File: src/include/bpu_defs_defs.svh
// branch predictor sizing: address, table hash, history and counter widths
`ifndef BPU_DEFS_DEFS_SVH
`define BPU_DEFS_DEFS_SVH

//////////////////////////////////////////////////////////////////////
// address and table geometry
//////////////////////////////////////////////////////////////////////
`define ADDR_WIDTH 32                                   // instruction address
`define HASH_DEPTH 5                                    // index bits, 32 entries
`define HASH_WIDTH (`ADDR_WIDTH - 3 - `HASH_DEPTH)      // tag above pair offset + index

// return address stack entries
`define RAS_DEPTH 8

//////////////////////////////////////////////////////////////////////
// local history and pattern counters
//////////////////////////////////////////////////////////////////////
`define HIST_WIDTH 2                                    // per-slot local history
`define CNT_WIDTH  2                                    // saturating counter

`endif

File: src/logic/bpuPkg.sv
// branch predictor package: address, slot type and table entry types
`default_nettype none
`include "bpu_defs_defs.svh"

package bpuPkg;

    typedef logic [`ADDR_WIDTH-1:0] addrT;
    typedef logic [`HASH_WIDTH-1:0] tagT;
    typedef logic [`HASH_DEPTH-1:0] indexT;

    // slot kind as sent by decode and execute
    typedef enum logic [1:0] {
        none = 2'd0,
        cond = 2'd1,                    // conditional branch
        jump = 2'd2,                    // direct jump
        ret  = 2'd3                     // return, target from stack
    } instTypeE;

    typedef struct packed {
        instTypeE kind;
        addrT     target;
    } factSlotT;

    typedef struct packed {
        factSlotT upper;                // pc bit 2 set
        factSlotT lower;
    } factEntryT;

    // one counter per history value
    typedef struct packed {
        logic                                          trained;
        logic [`HIST_WIDTH-1:0]                        hist;
        logic [2**`HIST_WIDTH-1:0][`CNT_WIDTH-1:0]     cnt;
    } pastSlotT;

    typedef struct packed {
        pastSlotT upper;
        pastSlotT lower;
    } pastEntryT;

    // pair index sits just above the 8-byte offset
    function automatic indexT pcIndex(addrT pc);
        return pc[3 +: `HASH_DEPTH];
    endfunction

    function automatic tagT pcTag(addrT pc);
        return pc[`ADDR_WIDTH-1 -: `HASH_WIDTH];
    endfunction

endpackage

`default_nettype wire

File: src/logic/returnStack.sv
// return address stack: circular buffer with push, pop and clear
`timescale 1ns/10ps
`default_nettype none
`include "bpu_defs_defs.svh"

module returnStack import bpuPkg::*; (
    input  logic clk,
    input  logic arstN,
    input  logic push,
    input  addrT pushAddr,
    input  logic pop,
    input  logic clear,                 // mispredict flush, beats push and pop
    output logic empty,
    output addrT top
);

    localparam int depth = `RAS_DEPTH;
    localparam int ptrW  = $clog2(depth);
    localparam int cntW  = $clog2(depth + 1);

    logic [ptrW-1:0] topPtr;
    logic [cntW-1:0] count;
    logic            replace;           // push and pop together
    addrT            stackMem [depth];

    assign replace = push && pop && (count != '0);

    always_ff @(posedge clk or negedge arstN) begin
        if (!arstN) begin
            topPtr <= '0;
            count  <= '0;
        end else if (clear) begin
            count <= '0;
        end else if (replace) begin
            // top overwritten in place
        end else if (push) begin
            topPtr <= topPtr + 1'b1;
            if (count != cntW'(depth))
                count <= count + 1'b1;  // full: oldest slot is reused
        end else if (pop && count != '0) begin
            topPtr <= topPtr - 1'b1;
            count  <= count - 1'b1;
        end
    end

    always_ff @(posedge clk) begin
        if (!clear && push) begin
            if (replace)
                stackMem[topPtr] <= pushAddr;
            else
                stackMem[topPtr + 1'b1] <= pushAddr;
        end
    end

    assign empty = (count == '0);
    assign top   = stackMem[topPtr];

endmodule

`default_nettype wire

File: config.mk
export PLATFORM = sky130hd
export DESIGN_NAME = returnStack
export DESIGN_NICKNAME = d
export VERILOG_FILES = /design/src/logic/bpuPkg.sv /design/src/logic/returnStack.sv
export VERILOG_INCLUDE_DIRS = /design/src /design/src/include
export SDC_FILE = /design/constraint.sdc
export NUM_CORES = 1
export LEC_CHECK = 0
export BUFFER_PORTS_ARGS = -buffer_cell sky130_fd_sc_hd__buf_4
export CAP_MARGIN = 20
export CORE_MARGIN = 8
export CORE_UTILIZATION = 50
export DETAILED_ROUTE_END_ITERATION = 8
export PLACE_DENSITY_LB_ADDON = 0.2
export RECOVER_POWER = 25
export SETUP_SLACK_MARGIN = 0.5
export SLEW_MARGIN = 20
export SYNTH_ARGS = -nofsm -noshare
export SYNTH_HDL_FRONTEND = slang
export SYNTH_SLANG_ARGS = --single-unit
File: constraint.sdc
create_clock -name clk -period 8.4 [get_ports clk]
set_input_delay 0.42 -clock clk [delete_from_list [all_inputs] [get_ports clk]]
set_output_delay 0.42 -clock clk [all_outputs]
set_load 0.01 [all_outputs]
==> results.py <==
metrics = {
    "power_and_ir_drop": {
        "switching_share_pct": 28.0,
        "p_comb_share_pct": 28.3,
        "static-leakage-power_uw": 0.00388,
        "switching_power_uw": 1120,
        "pwr_density_nw_per_um2": 330,
        "seqPwrFrac_pct": 43.3,
        "peak_vdd_ir_mv": 0.221,
        "internal_power_summed_over_all_cells_uw": 2880,
        "power_frac_clock_pct": 28.4,
        "power_uw": 3990,
    },
    "yosys": {
        "synth_enable_flop_cells": 256,
        "synth_cell_types": 41,
        "postSynth.topFlopCell": "edfxtp_1",
        "ys_ff_latch": 263,
        "syn_nets": 502,
        "synthesis.yosys.warnings": 0,
        "synth-seq-area-share_pct": 76.0,
        "mean_area_per_synthesized_cell_um2": 22.5,
        "synth_top_area_cell": "edfxtp_1",
        "leading_cell_type_by_number_of_instances_after_synthesis": "edfxtp_1",
        "synth.cells.most_frequent": "edfxtp_1, mux4_2, mux2_2",
        "synth_largest_type_area_fraction_pct": 74.3,
        "top_post_synthesis_cells_by_area": "edfxtp_1, mux4_2, mux2_2, dfrtp_1, ha_1",
        "synthArstFlopShare_pct": 2.66,
        "netlist_area_um2": 10300,
        "synthCells": 460,
    },
    "timing": {
        "timing_worst_slew_pin_value_ns": 1.05,
        "finalSetupTns_ns": 0,
        "hold_viol_final": 0,
        "final_setup_violation_count": 0,
        "maxClockFrequency_mhz": 292,
        "max_slew_margin_pct": 29.8,
        "grt_setup_unrepaired": "no",
        "fin_skew_ns": 0.00872,
        "final_period_minus_worst_setup_slack_ns": 3.42,
        "layout_worst_path_cycle_share_pct": 40.8,
        "slew_violations": 0,
    },
    "die": {
        "start_util_pct": 51.0,
        "floorplan.die_area_um2": 25600,
        "core_outline_area_um2": 20300,
        "std_cell_rows": 52,
        "dieWidth_um": 160,
        "io-pin-count": 70,
        "die_h_um": 160,
    },
    "detailed_routing": {
        "routed_wirelength_mm": 18.7,
        "firstDrtPassIters": 5,
        "vias": 4659,
        "drtAntennaViolNets": 0,
        "route.detailed.drc": 0,
        "detail_route.wl_per_cell_um": 22.5,
        "avg_vias_per_cell": 5.63,
        "drt-initial-drc-count": 371,
    },
    "cts": {
        "clk_transition_reported_paths_ns": 0.06,
        "cts_tree": "built",
        "clock_tree.root_cell": "clkbuf_16",
        "clock_tree.htree_level_count": 1,
        "clockBufferDepth": 3,
        "insertion_delay_ns": 0.52,
        "clkSinkCount": 263,
        "inserted_clock_buffers": 27,
    },
    "placed_design": {
        "port_buffers": 69,
        "placer_congestion_estimate": 0.690,
        "dp.cells": 774,
        "dpl_cell_area_um2": 11100,
        "post-dp-hpwl_mm": 10.4,
    },
    "finish": {
        "finish.cell_count_without_fillers": 828,
        "area_delta_synth_final_pct": 16.9,
        "postLayoutCoreUtil_pct": 59.6,
        "final_nets": 583,
        "antenna_diode_count": 0,
        "layout-drive-gt1-share_pct": 37.3,
        "final_area_um2": 12100,
    },
    "global_routing": {
        "grt_pass1_vias": 5080,
        "antenna_found_initial": 0,
        "grt_use_total_pct": 14.7,
        "grt-ovfl-total": 0,
        "first_pass_grt_wire_length_mm": 29.9,
        "grt_start_max_net_pins": 71,
    },
    "setup_path": {
        "cp_max_fo": 53,
        "criticalPathCategory": "flip-flop to flip-flop",
        "cp.arrival_ns": 3.56,
        "critical_path.endpoint_type": "flip-flop",
        "crit_path_start_kind": "flip-flop",
        "worst_ep_required_time_ns": 8.53,
    },
    "outcome": {
        "run_status": "completed",
    },
    "worst_hold_path": {
        "hold_path.class": "input pin to flip-flop",
    },
    "job": {
        "timing.max_cap.violations": 0,
    },
}
[flip-flops by register name, indices dropped and copies added, names as in the netlist]
signal,count
topPtr,3
stackMem,256
count,4
[worst paths after layout]
path | start | to | slack [ns] | depth (start not counted)
max | topPtr[0]$_DFFE_PN0P_ | stackMem[4][4]$_DFFE_PP_ | 4.98 | 6
min | clear | count[0]$_DFFE_PN0P_ | 0.12 | 2
max reg2reg | topPtr[0]$_DFFE_PN0P_ | stackMem[4][4]$_DFFE_PP_ | 4.98 | 6
min reg2reg | count[0]$_DFFE_PN0P_ | count[0]$_DFFE_PN0P_ | 0.69 | 1
max in group asynchronous | arstN | topPtr[1]$_DFFE_PN0P_ | 8.01 | 2
min in group asynchronous | arstN | count[0]$_DFFE_PN0P_ | 0.25 | 2
[cell families after synthesis]
group	after synthesis	share of synthesized area, %
compound gates	22	1.97
xor+xnor	7	0.665
fa+ha+maj	5	0.677
buf+inv	34	1.69
flops	263	76.0
mux	96	17.4
simple gates	33	1.61
[worst max-delay path, cell delays in order (launching register included)]
cell     delay (ns)
dfrtp_4        0.62
buf_6          0.63
ha_1           0.32
xnor2_1        0.10
nor3_1         0.25
a32oi_1        0.18
nor2_4         0.88
[placed cells by master (no fill, tap or decap), types with 5 or more instances in the layout]
| master | count |
|---|---|
| edfxtp_1 | 256 |
| mux4_2 | 64 |
| buf_4 | 47 |
| mux2_2 | 32 |
| clkbuf_16 | 27 |
| clkbuf_1 | 25 |
| inv_1 | 8 |
| nor2_4 | 8 |
| clkinv_2 | 8 |
| buf_16 | 7 |
| nand3_1 | 5 |
| nor2_1 | 5 |
| clkinv_1 | 5 |
[repair_timing]
action / CTS / global route
buffers inserted: 0 / 0
hold endpoints to repair: 7 / 0
hold buffers: 1 / 0
endpoints found under the setup margin: 0 / 0
resized for setup: 0 / 0
[routing by layer]
layer / wire, um / up-vias / track usage [%]
li1: - / 2095 / -
met1: 8530 / 2427 / 20.0
met2: 9020 / 101 / 24.3
met3: 751 / 36 / 2.42
met4: 359 / 0 / 4.16
met5: 0 / - / 0
[layout make-up]
class	count	area (um^2)
clock buffer	30	687
inverter	8	30.0
tap	270	338
fill	1482	8200
clock inverter	16	149
timing repair buffer	78	649
sequential	263	7870
multi-input combinational	163	2370
[stage by stage]
stage | worst slack [ns] | hold WS [ns]
final | 4.98 | 0.125
after global routing | 4.61 | 0.129
after CTS | 4.46 | 0.108
after detailed placement | 4.48 | 0.241
after global placement | 4.56 | 0.239
after floorplan | 5.19 | 0.124
[power by group through the flow]
stage | registers (uW) | logic, uW | clock network, uW
finish | 1730 | 1130 | 1130
global route | 1750 | 1220 | 1210
CTS | 1740 | 1140 | 1160
detailed placement | 1770 | 1130 | 0
global placement | 1760 | 1120 | 0
floorplan | 1600 | 886 | 0
No activity file was read; power rests on OpenSTA's default activity.
