File: src/include/bpu_defs_defs.svh
// branch predictor sizing: address, table hash, history and counter widths
`ifndef BPU_DEFS_DEFS_SVH
`define BPU_DEFS_DEFS_SVH

//////////////////////////////////////////////////////////////////////
// address and table geometry
//////////////////////////////////////////////////////////////////////
`define ADDR_WIDTH 32                                   // instruction address
`define HASH_DEPTH 5                                    // index bits, 32 entries
`define HASH_WIDTH (`ADDR_WIDTH - 3 - `HASH_DEPTH)      // tag above pair offset + index

// return address stack entries
`define RAS_DEPTH 8

//////////////////////////////////////////////////////////////////////
// local history and pattern counters
//////////////////////////////////////////////////////////////////////
`define HIST_WIDTH 2                                    // per-slot local history
`define CNT_WIDTH  2                                    // saturating counter

`endif

File: src/logic/bpuPkg.sv
// branch predictor package: address, slot type and table entry types
`default_nettype none
`include "bpu_defs_defs.svh"

package bpuPkg;

    typedef logic [`ADDR_WIDTH-1:0] addrT;
    typedef logic [`HASH_WIDTH-1:0] tagT;
    typedef logic [`HASH_DEPTH-1:0] indexT;

    // slot kind as sent by decode and execute
    typedef enum logic [1:0] {
        none = 2'd0,
        cond = 2'd1,                    // conditional branch
        jump = 2'd2,                    // direct jump
        ret  = 2'd3                     // return, target from stack
    } instTypeE;

    typedef struct packed {
        instTypeE kind;
        addrT     target;
    } factSlotT;

    typedef struct packed {
        factSlotT upper;                // pc bit 2 set
        factSlotT lower;
    } factEntryT;

    // one counter per history value
    typedef struct packed {
        logic                                          trained;
        logic [`HIST_WIDTH-1:0]                        hist;
        logic [2**`HIST_WIDTH-1:0][`CNT_WIDTH-1:0]     cnt;
    } pastSlotT;

    typedef struct packed {
        pastSlotT upper;
        pastSlotT lower;
    } pastEntryT;

    // pair index sits just above the 8-byte offset
    function automatic indexT pcIndex(addrT pc);
        return pc[3 +: `HASH_DEPTH];
    endfunction

    function automatic tagT pcTag(addrT pc);
        return pc[`ADDR_WIDTH-1 -: `HASH_WIDTH];
    endfunction

endpackage

`default_nettype wire

File: src/logic/nextPcSelect.sv
// next-PC selection: picks the first taken slot of the looked-up pair
`timescale 1ns/10ps
`default_nettype none
`include "bpu_defs_defs.svh"

module nextPcSelect import bpuPkg::*; (
    input  logic      clk,
    input  logic      arstN,
    input  logic      ifVld,
    input  addrT      ifPC,
    input  logic      factHit,
    input  factEntryT fact,
    input  pastEntryT past,
    input  logic      rasEmpty,
    input  addrT      rasTop,
    output logic      rasPop,
    output logic      pdVld,
    output addrT      pdPC,
    output logic      pdBranch,
    output logic      pdReason,         // 0 lower slot, 1 upper slot
    output logic      pdKnown1,
    output logic      pdKnown2,
    output addrT      pdTarget1,
    output addrT      pdTarget2
);

    logic     vldQ;
    addrT     pcQ;
    addrT     pairPC;                   // aligned pair address
    logic     take1;
    logic     take2;
    factSlotT winSlot;

    // same stage as the table reads
    always_ff @(posedge clk or negedge arstN) begin
        if (!arstN)
            vldQ <= 1'b0;
        else
            vldQ <= ifVld;
    end

    always_ff @(posedge clk) begin
        if (ifVld)
            pcQ <= ifPC;
    end

    // taken decision for one slot
    function automatic logic slotTaken(factSlotT f, pastSlotT p, addrT slotPC,
                                       logic stackEmpty);
        logic taken;
        case (f.kind)
            jump:    taken = 1'b1;
            ret:     taken = !stackEmpty;
            cond:    taken = p.trained ? (p.cnt[p.hist] >= 2'd2)
                                       : (f.target < slotPC);  // backward rule
            default: taken = 1'b0;
        endcase
        return taken;
    endfunction

    //////////////////////////////////////////////////////////////////////
    // slot qualification
    //////////////////////////////////////////////////////////////////////
    assign pairPC   = {pcQ[`ADDR_WIDTH-1:3], 3'b000};
    // fetch into the upper half skips the lower slot
    assign pdKnown1 = factHit && (fact.lower.kind != none) && !pcQ[2];
    assign pdKnown2 = factHit && (fact.upper.kind != none);

    assign take1 = pdKnown1 && slotTaken(fact.lower, past.lower, pairPC, rasEmpty);
    assign take2 = pdKnown2 && slotTaken(fact.upper, past.upper, pairPC | 'd4, rasEmpty);

    //////////////////////////////////////////////////////////////////////
    // prediction
    //////////////////////////////////////////////////////////////////////
    assign winSlot  = take1 ? fact.lower : fact.upper;   // lower first
    assign pdVld    = vldQ;
    assign pdBranch = take1 || take2;
    assign pdReason = !take1 && take2;

    always_comb begin
        if (!pdBranch)
            pdPC = pairPC + 'd8;        // fall through to next pair
        else if (winSlot.kind == ret)
            pdPC = rasTop;
        else
            pdPC = winSlot.target;
    end

    // consume the stack top only on a real prediction
    assign rasPop = vldQ && pdBranch && (winSlot.kind == ret);

    assign pdTarget1 = factHit ? fact.lower.target : '0;
    assign pdTarget2 = factHit ? fact.upper.target : '0;

endmodule

`default_nettype wire

File: config.mk
export PLATFORM = sky130hd
export DESIGN_NAME = nextPcSelect
export DESIGN_NICKNAME = d
export VERILOG_FILES = /design/src/logic/bpuPkg.sv /design/src/logic/nextPcSelect.sv
export VERILOG_INCLUDE_DIRS = /design/src /design/src/include
export SDC_FILE = /design/constraint.sdc
export NUM_CORES = 1
export LEC_CHECK = 0
export BUFFER_PORTS_ARGS = -buffer_cell sky130_fd_sc_hd__buf_2
export CAP_MARGIN = 20
export CORE_MARGIN = 5
export CORE_UTILIZATION = 40
export DETAILED_ROUTE_END_ITERATION = 6
export PLACE_DENSITY = 0.89
export REMOVE_ABC_BUFFERS = 1
export SLEW_MARGIN = 10
export SYNTH_ARGS = -nofsm -noshare
export SYNTH_HDL_FRONTEND = slang
export SYNTH_SLANG_ARGS = --single-unit
File: constraint.sdc
create_clock -name clk -period 5.1 [get_ports clk]
set_input_delay 1.53 -clock clk [delete_from_list [all_inputs] [get_ports clk]]
set_output_delay 1.53 -clock clk [all_outputs]
set_load 0.05 [all_outputs]
==> impl_metrics.csv <==
group,metric,value,unit
sta,finalCriticalPeriod,5.65,ns
cts,cts_htree_levels,2,
drt,avgViaCountPerCell,5.72,
placement,dpl.hpwl,14.5,mm
setup_path,crit_path_start_kind,"input pin",
sta,totalNegativeSetupSlack,-14.38,ns
layout,synthToLayoutAreaGrowth,87.1,%
layout,finalNetCount,1077,
drt,initialDrtViolationCount,325,
grt,grt_overflow_total,0,
synthesis,ys_seq_area_frac,0.216,
grt,grt_max_degree,35,
placement,port_buffers,250,
synthesis,syn_inst,525,
status,outcome,"complete, but fails checks",
drt,via_count,5705,
floorplan,core-area,0.0104,mm²
floorplan,die_width,113,µm
drt,drt_wl_total,21.0,mm
synthesis,ys_ff_latch,31,
sta,max_slew_margin,0.427,
setup_path,cp_slowest_stage_delay,0.35,ns
job,max_cap_viol_count,0,
cts,cts_tree,"built",
placement,place_area,0.00621,mm²
pwr,finalPower,1.76,mW
pwr,peakVddDrop,0.162,mV
grt,grt_pass1_vias,5830,
cts,cts_num_sinks,31,
status,violations,"negative setup slack",
setup_path,crit_required,3.57,ns
synthesis,async_reset_ff_frac,0.0323,
synthesis,yosys_warnings,0,
layout,layout_commonest_cell,"buf_2",
cts,cts_buffer_depth,2,
cts,postCtsHoldBufs,0,
cts,cts.clk_slew.worst_paths,0.07,ns
sta,hold_slack,1.01,ns
sta,hold_viol,0,
floorplan,initial_utilization,0.413,
sta,rsz0062_at_grt,"true",
layout,utilization,0.772,
placement,dp.cells,965,
layout,instances_no_fill,997,
synthesis,syn_area_per_cell,8.15,µm²
grt,grt_pass1_wl,30.3,mm
synthesis,yosysUniqueCellTypes,55,
setup_path,crit_chain,"buf_4 > ha_4 > nand4_1 > nor3_2 > a221o_1 > or3_4 > a311oi_4 > nand3b_4 > buf_12 > buf_12 > o22ai_1 > o22ai_1 > buf_4",
layout,fin_area,0.00800,mm²
sta,fin_crit_sh,1.11,
synthesis,ys.flop_type,"edfxtp_1",
setup_path,path_max_fanout,8,
drt,dr.pass1.iters,5,
grt,antenna_found_initial,0,
sta,worst_pin_slew,0.859,ns
floorplan,dieArea,0.0129,mm²
placement,dp_slack,-0.945,ns
sta,drv_slew,0,
floorplan,num_rows,37,
setup_path,worstSetupEndpointType,"output pin",
pwr,p_leak,3.59,nW
placement,place.gp.congestion,0.909,
sta,fmax,0.177,GHz
setup_path,slowest_stage,"or3_4",
worst_hold_path,min_path_type,"input pin to async pin",
floorplan,dieHeight,113,µm
floorplan,num_io_pins,261,
layout,layout-drive-gt1-share,0.555,
pwr,pwr_density_cell,220,mW/mm²
synthesis,synth.cell_area,0.00428,mm²
drt,drc_errors,0,
setup_path,arrival,4.12,ns
synthesis,synth_edf_count,30,
layout,layout_common_cells,"195 x buf_2, 88 x buf_4, 66 x and2_1",
drt,routedWlPerCell,21.1,µm
sta,setup_viol,35,
drt,ant_nets,0,
layout,antennaDiodeCount,0,
grt,grtUsageTotal,0.299,
cts,root_buffer,"clkbuf_8",
cts,numCtsBuffers,5,
setup_path,worst-setup-path-type,"input pin to output pin",
sta,fin_ws,-0.548,ns
## synth_stat cells, types with 2 or more instances
master / n / area [µm²]
a211oi_1: 4 / 30.0
a21o_1: 4 / 30.0
a21oi_1: 28 / 140
a31oi_1: 2 / 12.5
and2_1: 65 / 407
and3_1: 3 / 18.8
and4_1: 2 / 17.5
buf_2: 10 / 50.1
buf_6: 3 / 33.8
clkbuf_1: 10 / 37.5
edfxtp_1: 30 / 901
ha_1: 58 / 726
inv_1: 32 / 120
mux4_2: 2 / 45.0
nand2_1: 26 / 97.6
nand2b_1: 5 / 31.3
nand3_1: 15 / 75.1
nand4_1: 11 / 68.8
nor2_1: 44 / 165
nor2b_1: 4 / 25.0
nor3_1: 9 / 45.0
nor3b_1: 2 / 15.0
o21a_1: 27 / 203
o21ai_0: 13 / 65.1
o21ai_1: 2 / 10.0
o21bai_1: 4 / 30.0
o22a_1: 2 / 17.5
o22ai_1: 54 / 338
or3_1: 2 / 12.5
xnor2_1: 27 / 236
## critical path, delay by kind of cell
| family | cells | cell delay (ns) |
|---|---|---|
| compound gates | 4 | 0.87 |
| simple gates | 4 | 0.82 |
| buf+inv | 4 | 0.66 |
| fa+ha+maj | 1 | 0.21 |
## worst max-delay path by stage
stage / start / to / slack [ns] / cells past startpoint
final: fact[21] / pdPC[21] / -0.55 / 13
after global routing: fact[30] / pdPC[21] / -0.60 / 13
after CTS: fact[30] / pdPC[4] / -0.43 / 13
after detailed placement: fact[55] / pdPC[17] / -0.94 / 11
after global placement: fact[55] / pdPC[17] / -1.01 / 11
after floorplan: fact[57] / pdPC[3] / -1.94 / 7
## registers in the layout, indices dropped and copies added (netlist names)
signal,count
pcQ,30
pdVld,1
## report_power, final
group / switching [mW] / internal, mW
Sequential: 0.0157 / 0.302
Clock: 0.109 / 0.109
Combinational: 0.715 / 0.507
Total: 0.840 / 0.918
## routing by layer
layer  share of wire  vias up  track usage
li1                -     2610            -
met1            0.37     2646        0.343
met2            0.51      369        0.536
met3           0.086       80       0.0663
met4           0.042        0        0.124
met5               0        -            0
## logic make-up after synthesis
group	Yosys count	synth area share
AOI/OAI and AO/OA	152	0.236
xor gates and xnor gates	27	0.0553
adders and majority gates	58	0.170
buffers and inverters	58	0.0626
DFF	31	0.216
muxes	2	0.0105
and+or+nand+nor	197	0.249
## area by class of cell
type                    instances  area, µm²
well taps                     136        170
clock inverters                 1       5.00
fillers                       685       2370
inverters                      33        124
flip-flops and latches         31        926
clock buffers                   7       86.3
multi-input cells             436       4080
repair buffers                353       2620
## timing repair
action | 4_1_cts | 5_1_grt
pin swaps | 63 | 30
resized for setup | 201 | 70
cloned | 3 | 1
endpoints found under the setup margin | 35 | 35
setup buffers | 12 | 11
(Power assumes the default switching activity.)
