<file path="config.mk">
export PLATFORM = sky130hd
export DESIGN_NAME = factTable
export DESIGN_NICKNAME = d
export VERILOG_FILES = /design/src/logic/bpuPkg.sv /design/src/logic/factTable.sv /design/src/logic/pairTable.sv
export VERILOG_INCLUDE_DIRS = /design/src /design/src/include
export SDC_FILE = /design/constraint.sdc
export NUM_CORES = 2
export LEC_CHECK = 0
export BUFFER_PORTS_ARGS = -buffer_cell sky130_fd_sc_hd__buf_2
export CAP_MARGIN = 20
export CORE_ASPECT_RATIO = 1.2
export CORE_MARGIN = 8
export CORE_UTILIZATION = 45
export CTS_CLUSTER_SIZE = 10
export DETAILED_ROUTE_END_ITERATION = 7
export HOLD_SLACK_MARGIN = 0.03
export PLACE_DENSITY = 0.69
export SYNTH_ARGS = -nofsm -noshare
export SYNTH_HDL_FRONTEND = slang
export SYNTH_SLANG_ARGS = --single-unit
export TNS_END_PERCENT = 5
</file>
<file path="constraint.sdc">
create_clock -name clk -period 3.7 [get_ports clk]
set_input_delay 0.555 -clock clk [delete_from_list [all_inputs] [get_ports clk]]
set_output_delay 0.555 -clock clk [all_outputs]
set_load 0.01 [all_outputs]
</file>
<file path="src/include/bpu_defs_defs.svh">
// branch predictor sizing: address, table hash, history and counter widths
`ifndef BPU_DEFS_DEFS_SVH
`define BPU_DEFS_DEFS_SVH

//////////////////////////////////////////////////////////////////////
// address and table geometry
//////////////////////////////////////////////////////////////////////
`define ADDR_WIDTH 32                                   // instruction address
`define HASH_DEPTH 5                                    // index bits, 32 entries
`define HASH_WIDTH (`ADDR_WIDTH - 3 - `HASH_DEPTH)      // tag above pair offset + index

// return address stack entries
`define RAS_DEPTH 8

//////////////////////////////////////////////////////////////////////
// local history and pattern counters
//////////////////////////////////////////////////////////////////////
`define HIST_WIDTH 2                                    // per-slot local history
`define CNT_WIDTH  2                                    // saturating counter

`endif

</file>
<file path="src/logic/bpuPkg.sv">
// branch predictor package: address, slot type and table entry types
`default_nettype none
`include "bpu_defs_defs.svh"

package bpuPkg;

    typedef logic [`ADDR_WIDTH-1:0] addrT;
    typedef logic [`HASH_WIDTH-1:0] tagT;
    typedef logic [`HASH_DEPTH-1:0] indexT;

    // slot kind as sent by decode and execute
    typedef enum logic [1:0] {
        none = 2'd0,
        cond = 2'd1,                    // conditional branch
        jump = 2'd2,                    // direct jump
        ret  = 2'd3                     // return, target from stack
    } instTypeE;

    typedef struct packed {
        instTypeE kind;
        addrT     target;
    } factSlotT;

    typedef struct packed {
        factSlotT upper;                // pc bit 2 set
        factSlotT lower;
    } factEntryT;

    // one counter per history value
    typedef struct packed {
        logic                                          trained;
        logic [`HIST_WIDTH-1:0]                        hist;
        logic [2**`HIST_WIDTH-1:0][`CNT_WIDTH-1:0]     cnt;
    } pastSlotT;

    typedef struct packed {
        pastSlotT upper;
        pastSlotT lower;
    } pastEntryT;

    // pair index sits just above the 8-byte offset
    function automatic indexT pcIndex(addrT pc);
        return pc[3 +: `HASH_DEPTH];
    endfunction

    function automatic tagT pcTag(addrT pc);
        return pc[`ADDR_WIDTH-1 -: `HASH_WIDTH];
    endfunction

endpackage

`default_nettype wire

</file>
<file path="src/logic/factTable.sv">
// fact table: learns branch kinds and targets of each instruction pair from decode
`timescale 1ns/10ps
`default_nettype none

module factTable import bpuPkg::*; (
    input  logic      clk,
    input  logic      arstN,
    input  logic      idVld,
    input  addrT      idPC,
    input  instTypeE  idType1,
    input  instTypeE  idType2,
    input  addrT      idTarget1,
    input  addrT      idTarget2,
    input  logic      ifVld,
    input  addrT      ifPC,
    output logic      erVld,            // entry replaced this cycle
    output addrT      erPC,
    output logic      ifHit,
    output factEntryT ifFact
);

    factEntryT wrEntry;
    logic      tableVld;
    tagT       tableTag;
    tagT       lookTag;                 // tag of the lookup in flight

    //////////////////////////////////////////////////////////////////////
    // decode side
    //////////////////////////////////////////////////////////////////////
    assign wrEntry = '{
        lower: '{kind: idType1, target: idTarget1},
        upper: '{kind: idType2, target: idTarget2}
    };

    // replacement event, past table clears the same index
    assign erVld = idVld;
    assign erPC  = idPC;

    pairTable #(
        .entryT (factEntryT)
    ) u_table (
        .clk     (clk),
        .arstN   (arstN),
        .wrEn    (idVld),
        .wrIndex (pcIndex(idPC)),
        .wrTag   (pcTag(idPC)),
        .wrData  (wrEntry),
        .rdEn    (ifVld),
        .rdIndex (pcIndex(ifPC)),
        .rdHit   (tableVld),
        .rdTag   (tableTag),
        .rdData  (ifFact)
    );

    //////////////////////////////////////////////////////////////////////
    // fetch side
    //////////////////////////////////////////////////////////////////////
    always_ff @(posedge clk) begin
        if (ifVld)
            lookTag <= pcTag(ifPC);     // lines up with registered read
    end

    assign ifHit = tableVld && (tableTag == lookTag);

endmodule

`default_nettype wire

</file>
<file path="src/logic/pairTable.sv">
// direct-mapped tagged pair table, one write port and one registered read port
`timescale 1ns/10ps
`default_nettype none

module pairTable import bpuPkg::*; #(
    parameter type entryT = logic
) (
    input  logic  clk,
    input  logic  arstN,
    input  logic  wrEn,
    input  indexT wrIndex,
    input  tagT   wrTag,
    input  entryT wrData,
    input  logic  rdEn,
    input  indexT rdIndex,
    output logic  rdHit,                // entry valid at read time
    output tagT   rdTag,
    output entryT rdData
);

    localparam int entries = 1 << $bits(indexT);

    logic [entries-1:0] vldBits;
    tagT                tagArr  [entries];
    entryT              dataArr [entries];

    // valid bits and read hit
    always_ff @(posedge clk or negedge arstN) begin
        if (!arstN) begin
            vldBits <= '0;
            rdHit   <= 1'b0;
        end else begin
            if (wrEn)
                vldBits[wrIndex] <= 1'b1;
            if (rdEn)
                rdHit <= vldBits[rdIndex];  // old value on same-cycle write
        end
    end

    // tag and payload storage
    always_ff @(posedge clk) begin
        if (wrEn) begin
            tagArr[wrIndex]  <= wrTag;
            dataArr[wrIndex] <= wrData;
        end
        if (rdEn) begin
            rdTag  <= tagArr[rdIndex];
            rdData <= dataArr[rdIndex];
        end
    end

endmodule

`default_nettype wire

</file>
==> flow_summary_export.csv <==
group,metric,value,unit
logic_synthesis,synth_top_area_share,78.63,%
critical_path,crit_chain,"xor2_1 -> nor4_1 -> buf_4 -> nand3_1 -> nor4_2 -> buf_2",
die,die_x,481.2,µm
critical_path,crit_arrival,2.96,ns
logic_synthesis,synth.largest_area_cell,"edfxtp_1",
logic_synthesis,synth-main-ff-cell,"edfxtp_1",
clock_network,cts_setup_buffers,0,
timing,slew-limit-headroom,33.96,%
final_layout,seq_area,92710,µm²
final_layout,nets,5389,
routing,drt-total-wl,289500,µm
flow_run,maxCapViolCount,0,
timing,clock_skew,0.05540,ns
timing,worst_pin_slew,0.9872,ns
timing,fin_crit_sh,94.94,%
timing,setup_violations,0,
critical_path,worstSetupEndpointType,"output port",
critical_path,max_stage_delay,0.43,ns
timing,rsz0062_at_grt,"false",
routing,route.detailed.drc,0,
final_layout,multi_input_area,23080,µm²
logic_synthesis,synth_area,116900,µm²
global_route,grt_max_degree,76,
logic_synthesis,ys_warn_count,0,
global_route,gr-total-overflow,0,
place,gp_congestion,0.7316,
clock_network,cts_tree,"done",
critical_path,crit_type,"reg2out",
final_layout,fin_util,51.80,%
final_layout,synthToLayoutAreaGrowth,14.82,%
timing,finalMaxSlewViolations,0,
logic_synthesis,ys_types,35,
timing,period_needed,3.513,ns
routing,vias,54179,
outcome,outcome,"finished, final reports clean",
logic_synthesis,synth-seq-area-share,79.33,%
routing,via_per_inst,6.200,
critical_path,crit_buf_inv,2,
pwr,powerDensity,545.5,nW/µm²
critical_path,crit_family,"simple AND/OR/NAND/NOR gates",
die,core_area,259100,µm²
logic_synthesis,synthTopCellsByArea,"edfxtp_1, mux4_2, mux2i_1",
clock_network,htree_levels,5,
die,initial_utilization,45.11,%
global_route,grt_antenna_before_repair,33,
routing,wire_per_inst,33.13,µm
critical_path,crit_path_max_fanout,1,
routing,drt_pass1_iterations,6,
critical_path,start_kind,"flop",
routing,ant_nets,0,
global_route,grt_pass1_wl,410300,µm
logic_synthesis,synth_edf_count,3060,
logic_synthesis,synth_cells,4665,
die,rows,205,
timing,finalSetupTns,0,ns
logic_synthesis,async_flop_share,1.067,%
routing,initialDrtViolationCount,6866,
logic_synthesis,syn-num-nets,4801,
pwr,p_leak,42.42,nW
pwr,ir_worst_vdd,551.8,µV
clock_network,cts_max_path_buffers,4,
critical_path,cp_data_required_time,3.14,ns
logic_synthesis,ys_ff_latch,3093,
place,port_buffers,228,
critical_path,slowest_stage,"nor4_1",
logic_synthesis,syn_area_per_cell,25.05,µm²
final_layout,fillCellCount,19358,
final_layout,drive_gt1_share,33.68,%
timing,fmax,284.7,MHz
clock_network,clk_pin_slew,0.05,ns
clock_network,insertion_delay,0.94,ns
worst_hold_path,hold_path_class,"in2reg",
die,dieArea,276300,µm²
die,fp.dieH,574.3,µm
timing,hold_viol_final,0,
die,ios,238,
global_route,grt_pass1_vias,56141,
clock_network,cts_root_buffer,"clkbuf_16",
clock_network,clock-sinks,3093,
place,hpwl,150800,µm
clock_network,cts_made_buffers,363,
global_route,grt_usage,20.57,%
[cells in the final DEF, fill, tap and decap left out, types with 3 or more instances in the layout]
master / count
buf_12: 106
mux4_2: 832
nand3_1: 5
nand2_1: 9
buf_2: 222
clkinv_1: 4
nand2b_1: 6
mux2_2: 45
o221ai_1: 46
diode_2: 13
nor2_4: 32
edfxtp_1: 3060
inv_6: 5
mux2i_1: 195
dlygate4sd3_1: 29
xnor2_1: 9
clkbuf_1: 40
o22a_1: 46
or2_2: 35
buf_4: 127
nand3b_1: 5
xor2_1: 15
dfrtp_1: 33
buf_8: 5
nor4_1: 3
clkbuf_16: 370
[kinds of logic after synthesis]
group                  Yosys count  synth area share, %
AND/OR/NAND/NOR                106               0.4775
multiplexers                  1072                18.14
XOR/XNOR                        24               0.1799
buffers and inverters          270                1.131
AO/OA/AOI/OAI                  100               0.7419
flip-flops                    3093                79.33
[area by class of cell]
type	count	share of cell area, %
Sequential cell	3093	69.09
Multi-Input combinational cell	1302	17.20
Clock buffer	410	7.012
Timing Repair Buffer	490	3.403
Tap cell	3415	3.184
Clock inverter	13	0.06900
Antenna cell	13	0.02424
Inverter	3	0.01399
[through the flow]
step,hold WS (ns),instance area [µm²],setup slack (ns),power (mW),cells
6_report,0.09159,134200,0.1874,73.19,8739
5_1_grt,0.06709,134200,0.1045,75.22,8730
4_1_cts,0.03012,134200,0.007345,73.73,8726
3_5_place_dp,0.4517,124400,0.5106,43.80,8274
3_3_place_gp,0.4453,124400,0.5583,43.68,8274
2_1_floorplan,0.2594,117000,-1.554,42.17,4665
[worst paths after layout]
path,startpoint,endpoint,slack [ns],depth (start not counted)
setup / recovery,lookTag[20]$_DFFE_PP_,ifHit,0.19,6
hold / removal,idTarget2[6],u_table.dataArr[18][40]$_DFFE_PP_,0.09,1
setup reg to reg,u_table.tagArr[23][4]$_DFFE_PP_,u_table.rdTag[4]$_DFFE_PP_,1.61,4
hold reg to reg,u_table.vldBits[12]$_DFFE_PN0P_,u_table.vldBits[12]$_DFFE_PN0P_,0.46,1
max in group asynchronous,arstN,u_table.vldBits[1]$_DFFE_PN0P_,2.83,2
min in group asynchronous,arstN,u_table.vldBits[10]$_DFFE_PN0P_,0.41,2
[state kept, by name (all words and copies together) (netlist names)]
register and count:
lookTag 24, u_table.dataArr 2176, u_table.rdData 68, u_table.rdHit 1
u_table.rdTag 24, u_table.tagArr 768, u_table.vldBits 32
[Yosys cell counts, types with 4 or more instances]
library cell	count
buf_6	5
or2_2	35
buf_4	43
mux2_2	45
xor2_1	15
buf_2	87
nand3b_1	5
dfrtp_1	33
nor2_1	34
clkbuf_1	110
nand3_1	5
edfxtp_1	3060
nor4_1	4
xnor2_1	9
o221ai_1	46
buf_1	22
nand2_1	9
nand2b_1	6
o22a_1	46
mux4_2	832
mux2i_1	195
[worst register-to-register path: stages, from the launching register on]
cell and delay, ns:
edfxtp_1 0.37, mux4_2 0.47, mux2i_1 0.32, o22a_1 0.19, o221ai_1 0.31
[metal layers]
| metal | vias to the layer above | GRT usage (%) | share of wire, % |
|---|---|---|---|
| li1 | 21259 | - | - |
| met4 | 12 | 5.513 | 2.6 |
| met3 | 470 | 3.612 | 8.0 |
| met2 | 2858 | 34.98 | 51 |
| met5 | - | 0 | 0.026 |
| met1 | 29580 | 27.62 | 38 |
[where the power goes]
part           internal (mW)  leakage, nW  switching (mW)  total, mW
sequential              39.2         28.0           0.213       39.4
clock                   17.6         4.65            12.5       30.1
combinational           1.60         9.73            2.06       3.66
total                   58.4         42.4            14.8       73.2
[timing repair]
action,4_1_cts,5_1_grt
hold endpoints to repair,91,0
setup endpoints to repair,1,0
hold buffers,29,0
resized for setup,1,0
(Power assumes the default switching activity.)
